--- src/core_config.svh ---
`ifndef CORE_CONFIG_SVH
`define CORE_CONFIG_SVH

// ------------------------------
// memory sizes, in 32-bit words
// ------------------------------
`define CFG_IMEM_DEPTH      256
`define CFG_DMEM_DEPTH      256

// ------------------------------
// io map
// ------------------------------
// everything at or above the base decodes as io
`define CFG_IO_BASE         32'hFFFF_F000
`define CFG_IO_SWITCH_ADDR  32'hFFFF_FFF0
`define CFG_IO_LED_ADDR     32'hFFFF_FFE0

// first fetch address after reset
`define CFG_RESET_PC        32'h0000_0000

`endif

--- src/rv_isa_pkg.sv ---
`default_nettype none

package rv_isa_pkg;

    typedef logic [31:0] word_t;
    typedef logic [4:0]  reg_idx_t;
    typedef logic [2:0]  funct3_t;
    typedef logic [6:0]  funct7_t;

    // major opcodes of the supported subset
    typedef enum logic [6:0] {
        OPC_LOAD   = 7'b0000011,
        OPC_OP_IMM = 7'b0010011,
        OPC_STORE  = 7'b0100011,
        OPC_OP     = 7'b0110011,
        OPC_LUI    = 7'b0110111,
        OPC_BRANCH = 7'b1100011,
        OPC_JAL    = 7'b1101111,
        OPC_SYSTEM = 7'b1110011
    } opcode_e;

    // funct3 codes
    localparam funct3_t F3_ADD_SUB = 3'b000;
    localparam funct3_t F3_SLL     = 3'b001;
    localparam funct3_t F3_SLT     = 3'b010;
    localparam funct3_t F3_XOR     = 3'b100;
    localparam funct3_t F3_SRL     = 3'b101;
    localparam funct3_t F3_OR      = 3'b110;
    localparam funct3_t F3_AND     = 3'b111;
    localparam funct3_t F3_BEQ     = 3'b000;
    localparam funct3_t F3_BNE     = 3'b001;
    localparam funct3_t F3_WORD    = 3'b010;

    // funct7 codes, alt selects sub
    localparam funct7_t F7_BASE = 7'b0000000;
    localparam funct7_t F7_ALT  = 7'b0100000;

    // imm field of ebreak in the system opcode
    localparam logic [11:0] SYS_EBREAK = 12'h001;

    typedef enum logic [3:0] {
        ALU_ADD    = 4'd0,
        ALU_SUB    = 4'd1,
        ALU_AND    = 4'd2,
        ALU_OR     = 4'd3,
        ALU_XOR    = 4'd4,
        ALU_SLL    = 4'd5,
        ALU_SRL    = 4'd6,
        ALU_SLT    = 4'd7,
        ALU_PASS_B = 4'd8
    } alu_op_e;

endpackage

`default_nettype wire

--- src/core_ctrl_pkg.sv ---
`default_nettype none

package core_ctrl_pkg;

    // source of the register file write data
    typedef enum logic [1:0] {
        WB_ALU = 2'd0,
        WB_MEM = 2'd1,
        WB_PC4 = 2'd2
    } wb_src_e;

    // per-instruction datapath controls
    typedef struct packed {
        logic                reg_write;
        logic                alu_src_imm;
        rv_isa_pkg::alu_op_e alu_op;
        logic                mem_read;
        logic                mem_write;
        logic                branch;
        logic                branch_ne;   // bne when set, beq otherwise
        logic                jump;
        logic                halt;
        wb_src_e             wb_src;
    } ctrl_t;

endpackage

`default_nettype wire

--- src/core_stage_if.sv ---
`timescale 1ns/1ps
`default_nettype none

// decoded instruction and its operands
interface operand_if;
    rv_isa_pkg::word_t    pc;
    rv_isa_pkg::word_t    pc_plus4;
    rv_isa_pkg::word_t    rs1_val;
    rv_isa_pkg::word_t    rs2_val;
    rv_isa_pkg::word_t    imm;
    rv_isa_pkg::reg_idx_t rd;
    core_ctrl_pkg::ctrl_t ctrl;

    modport src (output pc, pc_plus4, rs1_val, rs2_val, imm, rd, ctrl);
    modport dst (input  pc, pc_plus4, rs1_val, rs2_val, imm, rd, ctrl);
endinterface

// alu result and pc redirect
interface exec_if;
    rv_isa_pkg::word_t alu_result;
    logic              redirect;
    rv_isa_pkg::word_t redirect_target;

    modport src (output alu_result, redirect, redirect_target);
    modport dst (input  alu_result, redirect, redirect_target);
endinterface


`default_nettype wire

--- src/execute_stage.sv ---
`timescale 1ns/1ps
`default_nettype none

module execute_stage (
    operand_if.dst op_i,
    exec_if.src    ex_o
);

    rv_isa_pkg::word_t alu_a;
    rv_isa_pkg::word_t alu_b;
    rv_isa_pkg::word_t alu_y;
    logic              zero;
    logic              taken;

    assign alu_a = op_i.rs1_val;
    assign alu_b = op_i.ctrl.alu_src_imm ? op_i.imm : op_i.rs2_val;

    // ------------------------------
    // alu
    // ------------------------------
    always_comb begin
        case (op_i.ctrl.alu_op)
            rv_isa_pkg::ALU_ADD:    alu_y = alu_a + alu_b;
            rv_isa_pkg::ALU_SUB:    alu_y = alu_a - alu_b;
            rv_isa_pkg::ALU_AND:    alu_y = alu_a & alu_b;
            rv_isa_pkg::ALU_OR:     alu_y = alu_a | alu_b;
            rv_isa_pkg::ALU_XOR:    alu_y = alu_a ^ alu_b;
            rv_isa_pkg::ALU_SLL:    alu_y = alu_a << alu_b[4:0];
            rv_isa_pkg::ALU_SRL:    alu_y = alu_a >> alu_b[4:0];
            rv_isa_pkg::ALU_SLT:    alu_y = {31'b0, $signed(alu_a) < $signed(alu_b)};
            rv_isa_pkg::ALU_PASS_B: alu_y = alu_b;
            default:                alu_y = alu_a + alu_b;
        endcase
    end

    // ------------------------------
    // branch and jump
    // ------------------------------
    // branches run a sub, so zero means rs1 == rs2
    assign zero  = (alu_y == '0);
    assign taken = op_i.ctrl.branch && (op_i.ctrl.branch_ne ? !zero : zero);

    assign ex_o.alu_result      = alu_y;
    assign ex_o.redirect        = taken || op_i.ctrl.jump;
    assign ex_o.redirect_target = op_i.pc + op_i.imm;

endmodule

`default_nettype wire

--- src/flat_wrapper.sv ---
// flat-port wrapper written by rule: the top's interface ports become plain ports
module execute_stage_flat 
  (op_i_pc, op_i_pc_plus4, op_i_rs1_val, op_i_rs2_val, op_i_imm, op_i_rd, op_i_ctrl, ex_o_alu_result, ex_o_redirect, ex_o_redirect_target);
  operand_if op_i_i ();
  exec_if ex_o_i ();
  input wire logic [$bits(op_i_i.pc)-1:0] op_i_pc;
  input wire logic [$bits(op_i_i.pc_plus4)-1:0] op_i_pc_plus4;
  input wire logic [$bits(op_i_i.rs1_val)-1:0] op_i_rs1_val;
  input wire logic [$bits(op_i_i.rs2_val)-1:0] op_i_rs2_val;
  input wire logic [$bits(op_i_i.imm)-1:0] op_i_imm;
  input wire logic [$bits(op_i_i.rd)-1:0] op_i_rd;
  input wire logic [$bits(op_i_i.ctrl)-1:0] op_i_ctrl;
  output wire logic [$bits(ex_o_i.alu_result)-1:0] ex_o_alu_result;
  output wire logic [$bits(ex_o_i.redirect)-1:0] ex_o_redirect;
  output wire logic [$bits(ex_o_i.redirect_target)-1:0] ex_o_redirect_target;
  assign op_i_i.pc = op_i_pc;
  assign op_i_i.pc_plus4 = op_i_pc_plus4;
  assign op_i_i.rs1_val = op_i_rs1_val;
  assign op_i_i.rs2_val = op_i_rs2_val;
  assign op_i_i.imm = op_i_imm;
  assign op_i_i.rd = op_i_rd;
  assign op_i_i.ctrl = op_i_ctrl;
  assign ex_o_alu_result = ex_o_i.alu_result;
  assign ex_o_redirect = ex_o_i.redirect;
  assign ex_o_redirect_target = ex_o_i.redirect_target;
  execute_stage u_core (.op_i(op_i_i), .ex_o(ex_o_i));
endmodule
--- config.mk ---
export PLATFORM = sky130hd
export DESIGN_NAME = execute_stage_flat
export DESIGN_NICKNAME = d
export VERILOG_FILES = /design/src/core_config.svh /design/src/rv_isa_pkg.sv /design/src/core_ctrl_pkg.sv /design/src/core_stage_if.sv /design/src/execute_stage.sv /design/src/flat_wrapper.sv
export SDC_FILE = /design/constraint.sdc
export NUM_CORES = 1
export LEC_CHECK = 0
export CORE_ASPECT_RATIO = 2
export CORE_UTILIZATION = 31
export DETAILED_ROUTE_END_ITERATION = 7
export DONT_BUFFER_PORTS = 1
export PLACE_DENSITY = 0.56
export SLEW_MARGIN = 20
export SYNTH_ARGS = -nofsm -noshare
export SYNTH_HDL_FRONTEND = slang
export SYNTH_SLANG_ARGS = --single-unit
--- constraint.sdc ---
create_clock -name vclk -period 13.2
set_clock_uncertainty 0.15 [all_clocks]
set_input_delay 2.64 -clock vclk [all_inputs]
set_output_delay 2.64 -clock vclk [all_outputs]
set_load 0.1 [all_outputs]
## After elaboration in Yosys (flattened, before gate mapping)

Cells that the tools add are included.

- Register bits after elaboration: 0
- Input port bits: 179
- Output and inout port bits: 65
- Logic and storage cells: 24

- Add/sub/neg operators: 3
- Order comparisons: 1
- Equal/unequal tests: 8
- Shift operators: 2
- Multiplexer cells: 3
- Bitwise logic cells: 3
- Reduce and logical (&&, ||, !) cells: 4

Operator list:

| cell | number |
|---|---|
| 32-bit one-hot mux with 8 select lines | 1 |
| 32-bit adder | 2 |
| 32-bit AND | 1 |
| 32-bit zero test | 1 |
| 32-bit < comparator | 1 |
| 32-bit two-way mux | 1 |
| 32-bit bitwise OR | 1 |
| 32-bit by 5-bit left shift with 32-bit output | 1 |
| 32-bit by 5-bit >> shifter with 32-bit output | 1 |
| 32-bit subtractor | 1 |
| 32-bit XOR | 1 |
| 4-bit by 3-bit equality test with 1-bit output, second input constant | 4 |
| 4-bit by 2-bit equality test with 1-bit output, second input constant | 2 |
| 4-bit by 1-bit equality test with 1-bit output, second input constant | 1 |
| 4-bit equality test, second input constant | 1 |
| 1-bit logical AND | 1 |
| 1-bit zero test | 1 |
| 1-bit logical OR | 1 |
| 1-bit two-way mux | 1 |

## Longest topological paths before layout

- Depth after elaboration: 8
- Depth in mapped cells: 20
- Gate-level depth less buffers: 16

## Worst setup path before layout

Ideal clock, no wire load.

- Path kind: input to output
- From: input op_i_ctrl[12]
- To: output ex_o_redirect
- Data arrival time: 10177 ps
- Required time: 10410 ps
- Setup slack: 233 ps
- Stages: 20
- Buffers on the path: 5
- Cell sequence: buf_6 -> clkbuf_1 -> buf_2 -> buf_1 -> mux2_2 -> inv_1 -> ha_1 -> clkbuf_1 -> nor2_1 -> a211oi_1 -> a211oi_1 -> o311ai_1 -> a21bo_2 -> a31o_2 -> o211a_1 -> o21ai_0 -> o311ai_1 -> nor4b_1 -> nand4_1 -> o311ai_1

- Longest elaborated chain between the ends: 8
- Elaborated cells between the ends (all ways): 15
- Those cells by class: add/sub (2); order compare (1); shift (2); mux (3); bitwise (3); reduce/logical (4)

RTL lines:

| item | RTL line | text |
|---|---|---|
| from (decl) | flat_wrapper.sv:12 | `input wire logic [$bits(op_i_i.ctrl)-1:0] op_i_ctrl;` |
| 32-bit two-way mux (*) | execute_stage.sv:16 | `assign alu_b = op_i.ctrl.alu_src_imm ? op_i.imm : op_i.rs2_val;` |
| 32-bit adder (tied with other cells) | execute_stage.sv:23, execute_stage.sv:32 |  |
| 32-bit one-hot mux with 8 select lines (*) | execute_stage.sv:22 | `case (op_i.ctrl.alu_op)` |
| named net ex_o_alu_result[27] | flat_wrapper.sv:13 | `output wire logic [$bits(ex_o_i.alu_result)-1:0] ex_o_alu_result;` |
| 32-bit zero test (*) | execute_stage.sv:40 | `assign zero = (alu_y == '0);` |
| 1-bit zero test | execute_stage.sv:41 | `assign taken = op_i.ctrl.branch && (op_i.ctrl.branch_ne ? !zero : zero);` |
| 1-bit two-way mux (*) | execute_stage.sv:41 |  |
| 1-bit logical AND (*) | execute_stage.sv:41 |  |
| 1-bit logical OR (*) | execute_stage.sv:44 | `assign ex_o.redirect = taken \|\| op_i.ctrl.jump;` |
| to (decl) | flat_wrapper.sv:14 | `output wire logic [$bits(ex_o_i.redirect)-1:0] ex_o_redirect;` |

Mark *: on every way through the listed nets, which the timed path passes. The rest lies on a longest branch.

## Worst setup path in the final report

Same ends and word-level chain as after synthesis.

==> flow_metrics.tcl <==
set metrics [dict create \
    status "complete, no violations" \
    setup_violations 0 \
    drt_iter0_markers 1081 \
    place_hpwl_mm 45.7 \
    drt-total-wl_mm 57.7 \
    clock_buffer_count 0 \
    hold_violations 0 \
    hp-class "in2out" \
    wl_per_cell_um 30.0 \
    synth-seq-area-share_pct 0 \
    rsz0062_at_grt "false" \
    gr-total-overflow 0 \
    drv_cap 0 \
    ff_latch_area_um2 0 \
    die_area_um2 35500 \
    worstMarginPinSlew_ns 1.20 \
    start_util_pct 31.4 \
    grtUsageTotal_pct 31.5 \
    diodes 0 \
    yosys_warnings 0 \
    dr.pass1.iters 7 \
    vias 12975 \
    synth_area_um2 10800 \
    end_kind "output pin" \
    worst-setup-path-type "in2out" \
    io_pins 244 \
    fin_nets 1794 \
    synth_cell_types 90 \
    placedInstanceArea_um2 11800 \
    grt_pass1_wl_mm 83.5 \
    max_freq_mhz 86.3 \
    ctsHoldBuffers 0 \
    cts_resized 0 \
    finalPower_mw 1.02 \
    drive_gt1_share_pct 12.3 \
    final_util_pct 34.5 \
    syn_avg_cell_area_um2 7.07 \
    fin_crit_ns 11.59 \
    syn_to_final_growth_pct 9.90 \
    min_period_over_period_pct 87.8 \
    crit_path_end "ex_o_redirect" \
    postCtsSetupRepairBufs 0 \
    powerDensity_nw_per_um2 86.5 \
    worstPathRequired_ns 10.41 \
    cp_max_fo 34 \
    grt_pass1_vias 12656 \
    die_y_um 265 \
    nFillCells 3705 \
    ir_worst_vdd_uv 59.8 \
    design_area_um2 11800 \
    grt_max_degree 70 \
    crit_path_max_incr_delay_ns 0.60 \
    cp_slowest_cell "a211oi_1" \
    vias_per_cell 6.75 \
    slew_headroom_pct 19.9 \
    ant_nets 0 \
    cp_top_family "compound AO/OA/AOI/OAI gates" \
    critical_path_depth 17 \
    cp-startpoint "op_i_ctrl[12]" \
    io_buffers 0 \
    final_max_slew_viol_count 0 \
    drc 0 \
    p_leak_nw 5.03 \
    setup_tns_ns 0 \
    gp_congestion 0.973 \
    antenna_found_initial 0 \
    rows 96 \
    nFlopsAndLatches 0 \
    arrival_ns 8.80 \
    syn_inst 1522 \
    path_cells "mux2i_4, inv_2, ha_1, fa_1, a21oi_1, o21ai_0, nand4_1, a211oi_1, o21ai_0, a31oi_1, o31a_1, o311ai_0, a32o_1, nor4b_1, nand4_1, o311ai_4, buf_4" \
    fp.dieW_um 134 \
    critPathBufInv 2 \
    core_area_um2 34200 \
    cp-start-kind "input pin" \
    synthesis.nets 1832 \
]
==> metrics by stage <==
stage	std cells	setup slack, ns	hold slack [ns]
2_1_floorplan	1522	0.233	5.67
3_3_place_gp	1923	1.87	5.50
3_5_place_dp	1923	1.76	5.52
4_1_cts	1923	1.77	5.52
5_1_grt	1923	1.34	5.53
6_report	1923	1.61	5.52
==> cell type report <==
type	instances	area, um^2	area share (%)
repair buffers	60	546	4.61
well taps	441	552	4.67
multi-input cells	1314	10300	87.3
inverters	108	405	3.43
==> per-layer routing <==
layer,global-route usage [%],vias to the layer above,wire length (um)
met5,0,-,0
met4,24.0,0,5110
met3,4.42,215,4010
met2,55.8,741,29000
met1,33.2,6297,19600
li1,-,5722,-
==> report_power, final <==
part	total (mW)	switching (mW)	internal (mW)
registers	0	0	0
clock network	0	0	0
logic	1.02	0.746	0.277
total	1.02	0.746	0.277
==> worst min path at each step <==
stage / start / endpoint / slack, ns / cells after the start
CTS: op_i_ctrl[3] / ex_o_redirect / 5.52 / 3
global placement: op_i_ctrl[3] / ex_o_redirect / 5.50 / 3
finish: op_i_ctrl[3] / ex_o_redirect / 5.52 / 3
floorplan: op_i_pc[0] / ex_o_redirect_target[0] / 5.67 / 1
global route: op_i_ctrl[3] / ex_o_redirect / 5.53 / 3
detailed placement: op_i_ctrl[3] / ex_o_redirect / 5.52 / 3
==> logic make-up (layout without fill, tap and decap cells) <==
family                   Yosys count  in the layout  share of synthesized area [%]
adder cells (fa/ha/maj)          131            131                           15.4
multiplexers                     166            166                           19.9
XOR/XNOR                          37             37                           3.01
buffers and inverters            208            168                           8.07
AO/OA/AOI/OAI                    525            525                           33.1
AND/OR/NAND/NOR                  455            455                           20.4
==> cells in the final DEF, fill, tap and decap left out, types with 9 or more instances in the layout <==
master / instances
mux2i_1: 110
ha_1: 128
a221o_1: 11
o21bai_1: 13
nand2b_1: 21
a31oi_1: 29
o22ai_1: 22
a22oi_1: 14
a211oi_1: 24
nor2b_1: 10
a21o_1: 26
a21oi_1: 134
mux4_2: 35
nor3_1: 33
o221ai_1: 25
o211ai_1: 19
a222oi_1: 9
buf_4: 55
nand3_1: 34
xnor2_2: 17
a221oi_1: 10
nand4_1: 15
and3_1: 13
mux2_2: 14
nor2_1: 125
o21ai_0: 75
nand2_1: 134
nor4_1: 13
inv_1: 105
o31ai_1: 11
==> Yosys cell counts (22+ instances only) <==
library cell | n | area, um^2
a21o_1 | 26 | 195
ha_1 | 128 | 1600
nand3_1 | 34 | 170
nor3_1 | 34 | 170
nor2_1 | 127 | 477
a211oi_1 | 24 | 180
inv_1 | 105 | 394
mux4_2 | 35 | 788
clkbuf_1 | 62 | 233
xnor2_1 | 26 | 228
mux2i_1 | 112 | 1120
nand2_1 | 134 | 503
a21oi_1 | 135 | 676
o21ai_0 | 78 | 390
o221ai_1 | 26 | 228
a31oi_1 | 29 | 181
o22ai_1 | 22 | 138
(Power assumes the default switching activity.)
