`config.mk`:
```
export PLATFORM = sky130hd
export DESIGN_NAME = decode_stage_flat
export DESIGN_NICKNAME = d
export VERILOG_FILES = /design/src/core_config.svh /design/src/rv_isa_pkg.sv /design/src/core_ctrl_pkg.sv /design/src/core_stage_if.sv /design/src/decode_stage.sv /design/src/flat_wrapper.sv
export SDC_FILE = /design/constraint.sdc
export NUM_CORES = 2
export LEC_CHECK = 0
export ABC_AREA = 1
export BUFFER_PORTS_ARGS = -buffer_cell sky130_fd_sc_hd__buf_2
export CAP_MARGIN = 30
export CELL_PAD_IN_SITES_DETAIL_PLACEMENT = 1
export CELL_PAD_IN_SITES_GLOBAL_PLACEMENT = 2
export CORE_MARGIN = 2
export CORE_UTILIZATION = 40
export CTS_CLUSTER_DIAMETER = 40
export DETAILED_ROUTE_END_ITERATION = 16
export GPL_TIMING_DRIVEN = 1
export PLACE_DENSITY = 0.93
export REMOVE_ABC_BUFFERS = 1
export SYNTH_ARGS = -nofsm -noshare
export SYNTH_HDL_FRONTEND = slang
export SYNTH_SLANG_ARGS = --single-unit
export TNS_END_PERCENT = 5
```
`constraint.sdc`:
```
create_clock -name clk -period 5.4 [get_ports clk]
set_clock_uncertainty 0.2 [all_clocks]
set_input_delay 1.62 -clock clk [delete_from_list [all_inputs] [get_ports clk]]
set_output_delay 1.62 -clock clk [all_outputs]
set_load 0.02 [all_outputs]
```
`src/core_config.svh`:
```
`ifndef CORE_CONFIG_SVH
`define CORE_CONFIG_SVH

// ------------------------------
// memory sizes, in 32-bit words
// ------------------------------
`define CFG_IMEM_DEPTH      256
`define CFG_DMEM_DEPTH      256

// ------------------------------
// io map
// ------------------------------
// everything at or above the base decodes as io
`define CFG_IO_BASE         32'hFFFF_F000
`define CFG_IO_SWITCH_ADDR  32'hFFFF_FFF0
`define CFG_IO_LED_ADDR     32'hFFFF_FFE0

// first fetch address after reset
`define CFG_RESET_PC        32'h0000_0000

`endif

```
`src/rv_isa_pkg.sv`:
```
`default_nettype none

package rv_isa_pkg;

    typedef logic [31:0] word_t;
    typedef logic [4:0]  reg_idx_t;
    typedef logic [2:0]  funct3_t;
    typedef logic [6:0]  funct7_t;

    // major opcodes of the supported subset
    typedef enum logic [6:0] {
        OPC_LOAD   = 7'b0000011,
        OPC_OP_IMM = 7'b0010011,
        OPC_STORE  = 7'b0100011,
        OPC_OP     = 7'b0110011,
        OPC_LUI    = 7'b0110111,
        OPC_BRANCH = 7'b1100011,
        OPC_JAL    = 7'b1101111,
        OPC_SYSTEM = 7'b1110011
    } opcode_e;

    // funct3 codes
    localparam funct3_t F3_ADD_SUB = 3'b000;
    localparam funct3_t F3_SLL     = 3'b001;
    localparam funct3_t F3_SLT     = 3'b010;
    localparam funct3_t F3_XOR     = 3'b100;
    localparam funct3_t F3_SRL     = 3'b101;
    localparam funct3_t F3_OR      = 3'b110;
    localparam funct3_t F3_AND     = 3'b111;
    localparam funct3_t F3_BEQ     = 3'b000;
    localparam funct3_t F3_BNE     = 3'b001;
    localparam funct3_t F3_WORD    = 3'b010;

    // funct7 codes, alt selects sub
    localparam funct7_t F7_BASE = 7'b0000000;
    localparam funct7_t F7_ALT  = 7'b0100000;

    // imm field of ebreak in the system opcode
    localparam logic [11:0] SYS_EBREAK = 12'h001;

    typedef enum logic [3:0] {
        ALU_ADD    = 4'd0,
        ALU_SUB    = 4'd1,
        ALU_AND    = 4'd2,
        ALU_OR     = 4'd3,
        ALU_XOR    = 4'd4,
        ALU_SLL    = 4'd5,
        ALU_SRL    = 4'd6,
        ALU_SLT    = 4'd7,
        ALU_PASS_B = 4'd8
    } alu_op_e;

endpackage

`default_nettype wire

```
`src/core_ctrl_pkg.sv`:
```
`default_nettype none

package core_ctrl_pkg;

    // source of the register file write data
    typedef enum logic [1:0] {
        WB_ALU = 2'd0,
        WB_MEM = 2'd1,
        WB_PC4 = 2'd2
    } wb_src_e;

    // per-instruction datapath controls
    typedef struct packed {
        logic                reg_write;
        logic                alu_src_imm;
        rv_isa_pkg::alu_op_e alu_op;
        logic                mem_read;
        logic                mem_write;
        logic                branch;
        logic                branch_ne;   // bne when set, beq otherwise
        logic                jump;
        logic                halt;
        wb_src_e             wb_src;
    } ctrl_t;

endpackage

`default_nettype wire

```
`src/core_stage_if.sv`:
```
`timescale 1ns/1ps
`default_nettype none

// decoded instruction and its operands
interface operand_if;
    rv_isa_pkg::word_t    pc;
    rv_isa_pkg::word_t    pc_plus4;
    rv_isa_pkg::word_t    rs1_val;
    rv_isa_pkg::word_t    rs2_val;
    rv_isa_pkg::word_t    imm;
    rv_isa_pkg::reg_idx_t rd;
    core_ctrl_pkg::ctrl_t ctrl;

    modport src (output pc, pc_plus4, rs1_val, rs2_val, imm, rd, ctrl);
    modport dst (input  pc, pc_plus4, rs1_val, rs2_val, imm, rd, ctrl);
endinterface


// register file write port
interface writeback_if;
    logic                 we;
    rv_isa_pkg::reg_idx_t rd;
    rv_isa_pkg::word_t    data;

    modport src (output we, rd, data);
    modport dst (input  we, rd, data);
endinterface

`default_nettype wire

```
`src/decode_stage.sv`:
```
`timescale 1ns/1ps
`default_nettype none

module decode_stage (
    input  logic              clk,
    input  logic              rstn_fpga,
    input  rv_isa_pkg::word_t pc_i,
    input  rv_isa_pkg::word_t instr_i,
    writeback_if.dst          wb_i,
    operand_if.src            op_o
);

    rv_isa_pkg::word_t    regs [32];
    rv_isa_pkg::reg_idx_t rs1_idx;
    rv_isa_pkg::reg_idx_t rs2_idx;
    rv_isa_pkg::funct3_t  funct3;
    rv_isa_pkg::funct7_t  funct7;
    core_ctrl_pkg::ctrl_t ctrl;
    rv_isa_pkg::word_t    imm;

    assign rs1_idx = instr_i[19:15];
    assign rs2_idx = instr_i[24:20];
    assign funct3  = instr_i[14:12];
    assign funct7  = instr_i[31:25];

    // ------------------------------
    // control and immediate
    // ------------------------------
    always_comb begin
        ctrl = '0;
        imm  = '0;
        case (instr_i[6:0])
            rv_isa_pkg::OPC_OP: begin
                ctrl.reg_write = 1'b1;
                case (funct3)
                    rv_isa_pkg::F3_ADD_SUB: begin
                        ctrl.alu_op = funct7[5] ? rv_isa_pkg::ALU_SUB : rv_isa_pkg::ALU_ADD;
                    end
                    rv_isa_pkg::F3_SLL: ctrl.alu_op = rv_isa_pkg::ALU_SLL;
                    rv_isa_pkg::F3_SLT: ctrl.alu_op = rv_isa_pkg::ALU_SLT;
                    rv_isa_pkg::F3_XOR: ctrl.alu_op = rv_isa_pkg::ALU_XOR;
                    rv_isa_pkg::F3_SRL: ctrl.alu_op = rv_isa_pkg::ALU_SRL;
                    rv_isa_pkg::F3_OR:  ctrl.alu_op = rv_isa_pkg::ALU_OR;
                    rv_isa_pkg::F3_AND: ctrl.alu_op = rv_isa_pkg::ALU_AND;
                    default:            ctrl.reg_write = 1'b0;
                endcase
                // only sub may use the alt funct7, sra and the rest are dropped
                if (funct7 != rv_isa_pkg::F7_BASE &&
                    !(funct7 == rv_isa_pkg::F7_ALT && funct3 == rv_isa_pkg::F3_ADD_SUB)) begin
                    ctrl.reg_write = 1'b0;
                end
            end
            rv_isa_pkg::OPC_OP_IMM: begin
                // addi only
                ctrl.reg_write   = (funct3 == rv_isa_pkg::F3_ADD_SUB);
                ctrl.alu_src_imm = 1'b1;
                imm = {{20{instr_i[31]}}, instr_i[31:20]};
            end
            rv_isa_pkg::OPC_LUI: begin
                ctrl.reg_write   = 1'b1;
                ctrl.alu_src_imm = 1'b1;
                ctrl.alu_op      = rv_isa_pkg::ALU_PASS_B;
                imm = {instr_i[31:12], 12'b0};
            end
            rv_isa_pkg::OPC_LOAD: begin
                ctrl.reg_write   = (funct3 == rv_isa_pkg::F3_WORD);
                ctrl.mem_read    = (funct3 == rv_isa_pkg::F3_WORD);
                ctrl.alu_src_imm = 1'b1;
                ctrl.wb_src      = core_ctrl_pkg::WB_MEM;
                imm = {{20{instr_i[31]}}, instr_i[31:20]};
            end
            rv_isa_pkg::OPC_STORE: begin
                ctrl.mem_write   = (funct3 == rv_isa_pkg::F3_WORD);
                ctrl.alu_src_imm = 1'b1;
                imm = {{20{instr_i[31]}}, instr_i[31:25], instr_i[11:7]};
            end
            rv_isa_pkg::OPC_BRANCH: begin
                // compare by subtraction, zero flag in execute
                ctrl.branch    = (funct3 == rv_isa_pkg::F3_BEQ) ||
                                 (funct3 == rv_isa_pkg::F3_BNE);
                ctrl.branch_ne = (funct3 == rv_isa_pkg::F3_BNE);
                ctrl.alu_op    = rv_isa_pkg::ALU_SUB;
                imm = {{19{instr_i[31]}}, instr_i[31], instr_i[7],
                       instr_i[30:25], instr_i[11:8], 1'b0};
            end
            rv_isa_pkg::OPC_JAL: begin
                ctrl.reg_write = 1'b1;
                ctrl.jump      = 1'b1;
                ctrl.wb_src    = core_ctrl_pkg::WB_PC4;
                imm = {{11{instr_i[31]}}, instr_i[31], instr_i[19:12],
                       instr_i[20], instr_i[30:21], 1'b0};
            end
            rv_isa_pkg::OPC_SYSTEM: begin
                // ebreak halts, ecall falls through as a nop
                ctrl.halt = (instr_i[31:7] == {rv_isa_pkg::SYS_EBREAK, 13'b0});
            end
            default: begin
                ctrl = '0;
            end
        endcase
    end

    // ------------------------------
    // register file
    // ------------------------------
    always_ff @(posedge clk) begin
        if (!rstn_fpga) begin
            for (int i = 0; i < 32; i++) begin
                regs[i] <= '0;
            end
        end else if (wb_i.we && wb_i.rd != '0) begin
            regs[wb_i.rd] <= wb_i.data;
        end
    end

    assign op_o.pc       = pc_i;
    assign op_o.pc_plus4 = pc_i + 32'd4;
    assign op_o.rs1_val  = regs[rs1_idx];
    assign op_o.rs2_val  = regs[rs2_idx];
    assign op_o.imm      = imm;
    assign op_o.rd       = instr_i[11:7];
    assign op_o.ctrl     = ctrl;

    // x0 stays zero whatever writeback asks for
    x0_zero_a: assert property (@(posedge clk) disable iff (!rstn_fpga)
        (wb_i.we && wb_i.rd == '0) |=> regs[0] == '0)
        else $error("decode: x0 was written");

endmodule

`default_nettype wire

```
`src/flat_wrapper.sv`:
```
// flat-port wrapper written by rule: the top's interface ports become plain ports
module decode_stage_flat 
  (clk, rstn_fpga, pc_i, instr_i, wb_i_we, wb_i_rd, wb_i_data, op_o_pc, op_o_pc_plus4, op_o_rs1_val, op_o_rs2_val, op_o_imm, op_o_rd, op_o_ctrl);
  writeback_if wb_i_i ();
  operand_if op_o_i ();
  input  logic clk;
  input  logic rstn_fpga;
  input  rv_isa_pkg::word_t pc_i;
  input  rv_isa_pkg::word_t instr_i;
  input wire logic [$bits(wb_i_i.we)-1:0] wb_i_we;
  input wire logic [$bits(wb_i_i.rd)-1:0] wb_i_rd;
  input wire logic [$bits(wb_i_i.data)-1:0] wb_i_data;
  output wire logic [$bits(op_o_i.pc)-1:0] op_o_pc;
  output wire logic [$bits(op_o_i.pc_plus4)-1:0] op_o_pc_plus4;
  output wire logic [$bits(op_o_i.rs1_val)-1:0] op_o_rs1_val;
  output wire logic [$bits(op_o_i.rs2_val)-1:0] op_o_rs2_val;
  output wire logic [$bits(op_o_i.imm)-1:0] op_o_imm;
  output wire logic [$bits(op_o_i.rd)-1:0] op_o_rd;
  output wire logic [$bits(op_o_i.ctrl)-1:0] op_o_ctrl;
  assign wb_i_i.we = wb_i_we;
  assign wb_i_i.rd = wb_i_rd;
  assign wb_i_i.data = wb_i_data;
  assign op_o_pc = op_o_i.pc;
  assign op_o_pc_plus4 = op_o_i.pc_plus4;
  assign op_o_rs1_val = op_o_i.rs1_val;
  assign op_o_rs2_val = op_o_i.rs2_val;
  assign op_o_imm = op_o_i.imm;
  assign op_o_rd = op_o_i.rd;
  assign op_o_ctrl = op_o_i.ctrl;
  decode_stage u_core (.clk(clk), .rstn_fpga(rstn_fpga), .pc_i(pc_i), .instr_i(instr_i), .wb_i(wb_i_i), .op_o(op_o_i));
endmodule
```
### After elaboration in Yosys (flattened, before gate mapping)

Memories as Yosys holds them, arrays and structs flattened.
Cells that the tools add are included.

| storage, ports and cells | value |
|---|---|
| memory bits (writable) | 1024 |
| word-level logic and storage cells | 52 |
| memory bits (read-only) | 0 |
| input port bits | 104 |
| flip-flop bits (word level) | 0 |
| memories kept | 1 |
| bits in latches | 0 |
| output and inout port bits | 179 |

| cells by class | value |
|---|---|
| div/mod/pow operators | 0 |
| shift-type cells | 0 |
| equal/unequal tests | 16 |
| order comparisons | 0 |
| add/subtract/negate cells | 1 |
| reductions and logical operators | 13 |
| muxes and demuxes | 21 |
| bitwise logic cells | 0 |
| $mul | 0 |

Memory list:

| memory | depth | bits a word | rd ports | clocked after Yosys merged registers in | wr ports | RTL line | RTL |
|---|---|---|---|---|---|---|---|
| u_core.regs | 32 | 32 | 2 | 0 | 32 | decode_stage.sv:13 | `rv_isa_pkg::word_t regs [32];` |

Operators by type and width:

| cell | count |
|---|---|
| 32-bit one-hot mux with 5 select lines | 1 |
| 32-bit by 3-bit adder with 32-bit output (second input constant) | 1 |
| 32-bit two-way mux | 1 |
| 32-bit OR reduction | 1 |
| 7-bit by 6-bit == test with 1-bit output (second input constant) | 4 |
| 4-bit one-hot mux with 7 select lines | 1 |
| 25-bit by 14-bit == test with 1-bit output (second input constant) | 1 |
| 7-bit == test (second input constant) | 3 |
| 1-bit two-way mux | 13 |
| 3-bit == test (second input constant) | 4 |
| 4-bit one-hot mux with 3 select lines | 1 |
| 7-bit by 2-bit == test with 1-bit output (second input constant) | 1 |
| 7-bit by 5-bit == test with 1-bit output (second input constant) | 1 |
| 7-bit nonzero test | 1 |
| 7-bit OR reduction | 1 |
| 5-bit two-way mux | 1 |
| 5-bit nonzero test | 1 |
| 1-bit one-hot mux with 4 select lines | 1 |
| 2-bit one-hot mux with 2 select lines | 1 |
| 2-bit OR reduction | 2 |
| 4-bit OR reduction | 1 |
| 3-bit by 1-bit == test with 1-bit output (second input constant) | 1 |
| 3-bit by 2-bit == test with 1-bit output (second input constant) | 1 |
| 1-bit logical AND | 3 |
| 4 further kinds | 4 |

### Depth between registers and ports, before layout

| depth | value |
|---|---|
| depth after elaboration | 7 |
| gate-level depth with buffers | 13 |
| depth with buffers taken out | 9 |

### Worst setup path before layout

No wires, ideal clock.

| timing path | value |
|---|---|
| kind | input to output |
| start point | input port pc_i[2] |
| end point | output port op_o_pc_plus4[14] |
| stages | 7 |
| path buffers | 0 |
| data required time | 3.580 ns |
| arrival time | 2.941 ns |
| slack | 0.639 ns |
| path through | ha_1 > nand3_1 > nor2_1 > nand3_1 > nor2_2 > nand2_1 > xnor2_1 |

| on the way | value |
|---|---|
| word-level cells in the longest chain between the ends | 1 |

RTL lines:

| item | RTL line | RTL |
|---|---|---|
| start, declared | flat_wrapper.sv:8 | `input rv_isa_pkg::word_t pc_i;` |
| 32-bit by 3-bit adder with 32-bit output | decode_stage.sv:117 | `assign op_o.pc_plus4 = pc_i + 32'd4;` |
| end, declared | flat_wrapper.sv:14 | `output wire logic [$bits(op_o_i.pc_plus4)-1:0] op_o_pc_plus4;` |

Every way passes these cells.

### Worst setup path after layout

| timing path | value |
|---|---|
| start point | input port instr_i[16] |
| end point | output port op_o_rs1_val[0] |

| on the way | value |
|---|---|
| word-level cells in the longest chain between the ends | 1 |

RTL lines:

| item | RTL line | RTL |
|---|---|---|
| start, declared | flat_wrapper.sv:9 | `input rv_isa_pkg::word_t instr_i;` |
| memory 32 x 32 bit | - |  |
| end, declared | flat_wrapper.sv:15 | `output wire logic [$bits(op_o_i.rs1_val)-1:0] op_o_rs1_val;` |

Every way passes these cells.

==> results_dict.tcl <==
set metrics [dict create \
    setup_violations 0 \
    layout_commonest_cell "nand2_1" \
    dr.pass1.iters 6 \
    cts_sinks 1024 \
    relSlewSlack_pct 27.4 \
    vias 60100 \
    initial_core_util_pct 40.3 \
    setup.worst_path.start_class "input pin" \
    wirelength_mm 284 \
    largest_reg_flops 1024 \
    reg.largest.list "u_core.regs: 1024 flops" \
    dp_cells 9444 \
    peakVddDrop_mv 0.281 \
    numCtsBuffers 179 \
    grt_max_degree 83 \
    num-fill-cells 17400 \
    ys_ff_latch 1024 \
    critPathRequiredTime_ps 3580 \
    synth_top_flop_cell "edfxtp_1" \
    areaGrowthSynthToFinish_pct 19.3 \
    cts_root_buffer "clkbuf_16" \
    multi_input_area_um2 23600 \
    route.detailed.drc 0 \
    num_io_pins 283 \
    postCtsSetupBuffers 0 \
    grt_util_all_layers_pct 36.8 \
    yosysWarnings 0 \
    crit_slowest_cell "buf_12" \
    finalMaxSlewViolations 0 \
    ant_nets 0 \
    nets 7820 \
    worstPathCellList "buf_8 -> buf_12 -> buf_12 -> nor2_1 -> a21oi_1 -> nand3_1 -> nand3_1 -> nand3_1 -> nand2_1 -> buf_2" \
    layout_common_cells "2370 x nand2_1, 1497 x nand3_1, 1256 x nor2_1, 1024 x edfxtp_1, 355 x inv_1" \
    die_x_um 387 \
    crit_path_end_kind "primary output" \
    seq_area_frac_synth_pct 52.5 \
    drv_cap 0 \
    synth_area_leaders "edfxtp_1 52%, nand2_1 16%, nand3_1 13%" \
    die_h_um 387 \
    seq_area_um2 30700 \
    critPathArrivalTime_ps 3450 \
    syn_inst 7611 \
    p_per_area_nw_per_um2 352 \
    ctsHoldBuffers 0 \
    status "finished clean" \
    clk_pin_slew_ps 50 \
    tritoncts "done" \
    worstHoldStart "wb_i_data[2]" \
    grt_pass1_vias 60500 \
    routabilityCongestion 0.905 \
    min_period_ps 5270 \
    fmax_ghz 0.190 \
    worstMarginPinSlew_ps 1090 \
    rsz0062_at_grt "false" \
    htree_num_levels 4 \
    hp-class "in2reg" \
    worstSetupStartpoint "instr_i[16]" \
    netlist_area_um2 58600 \
    hold_viol_final 0 \
    crit_top_cell "nand3_1" \
    syn_avg_cell_area_um2 7.70 \
    clockBufferDepth 3 \
    grt.overflow.total 0 \
    async_flop_share_pct 0 \
    drive_gt1_share_pct 12.3 \
    fin_cells 9787 \
    regMostFlops "u_core.regs" \
    ctsResizeCount 0 \
    grt_pass1_wl_mm 405 \
    hpwl_mm 161 \
    yosysTopAreaCell "edfxtp_1" \
    antenna_found_initial 7 \
    crit_type "in2out" \
    power_uw 24600 \
    wl_per_cell_um 29.0 \
    path_max_fanout 43 \
    finalCritPeriodShare_pct 97.6 \
    num_rows 140 \
    whs_ps 1000 \
    synth_edf_count 1024 \
    core_um2 146000 \
    leakage_uw 0.0302 \
    synth_top_area_share_pct 52.5 \
    drt-initial-drc-count 7736 \
    port_buffers 276 \
    vias_per_cell 6.14 \
    dieArea_um2 150000 \
    max_stage_delay_ps 320 \
    synth.distinct_cells 31 \
]
-- final timing paths --
| path | slack [ps] | end | cells after the start |
|---|---|---|---|
| setup / recovery | 130 | op_o_rs1_val[0] | 10 |
| hold / removal | 1000 | u_core.regs[1][2] | 3 |
-- stage by stage --
stage | util, % | cell area (um^2) | TNS [ps] | setup slack (ps)
2_1_floorplan | - | 55600 | -212200 | -3490
5_1_grt | 48.0 | 69900 | 0 | 21.8
4_1_cts | 47.9 | 69700 | 0 | 148
3_5_place_dp | 43.6 | 63500 | 0 | 163
6_report | 48.0 | 69900 | 0 | 127
3_3_place_gp | 43.2 | 63000 | 0 | 135
-- power by group --
part | internal [uW] | leakage [uW] | switching, uW | total (uW)
clock network | 7570 | 0.00301 | 4340 | 11900
logic | 917 | 0.0175 | 2360 | 3270
registers | 9200 | 0.00975 | 255 | 9460
total | 17700 | 0.0302 | 6950 | 24600
-- critical path: cells and delay by family --
kind | cells | cell delay [ps]
buf+inv | 4 | 1040
simple gates | 5 | 510
compound gates | 1 | 200
-- layout make-up --
| type | count | area share, % |
|---|---|---|
| antenna | 10 | 0.0358 |
| clock buffer | 197 | 6.59 |
| clock inverter | 129 | 2.31 |
| inverter | 366 | 2.02 |
| multi-input combinational | 5579 | 33.8 |
| sequential | 1024 | 44.0 |
| tap | 1917 | 3.43 |
| timing repair buffer | 565 | 7.86 |
-- cells by family after synthesis --
kind of cell	after synthesis	share of synthesized area, %
buf+inv	1039	7.73
other cells	1	0.00640
flops	1024	52.5
simple gates	5256	37.2
fa+ha+maj	1	0.0213
compound gates	271	2.35
xor+xnor	19	0.284
-- layer usage --
metal	wire (um)	GRT usage, %	share of wire [%]	vias to the layer above
li1	-	-	-	25100
met1	102000	44.4	36	29600
met2	129000	59.1	45	4233
met3	33300	8.61	12	1098
met4	19800	24.1	7.0	2
met5	13	0	0.0046	-
-- synth_stat cells, drive strengths merged (2+ instances only) --
library cell / instances
o21ai: 13
a22o: 3
nand3: 1497
nor4: 2
inv: 365
xnor2: 8
nor3: 23
nand4: 8
a21oi: 251
xor2: 11
nand2: 2431
nand3b: 4
nor2: 1287
or2: 3
buf: 381
edfxtp: 1024
clkbuf: 292
o22ai: 2
Power figures use the tool's default switching activity.
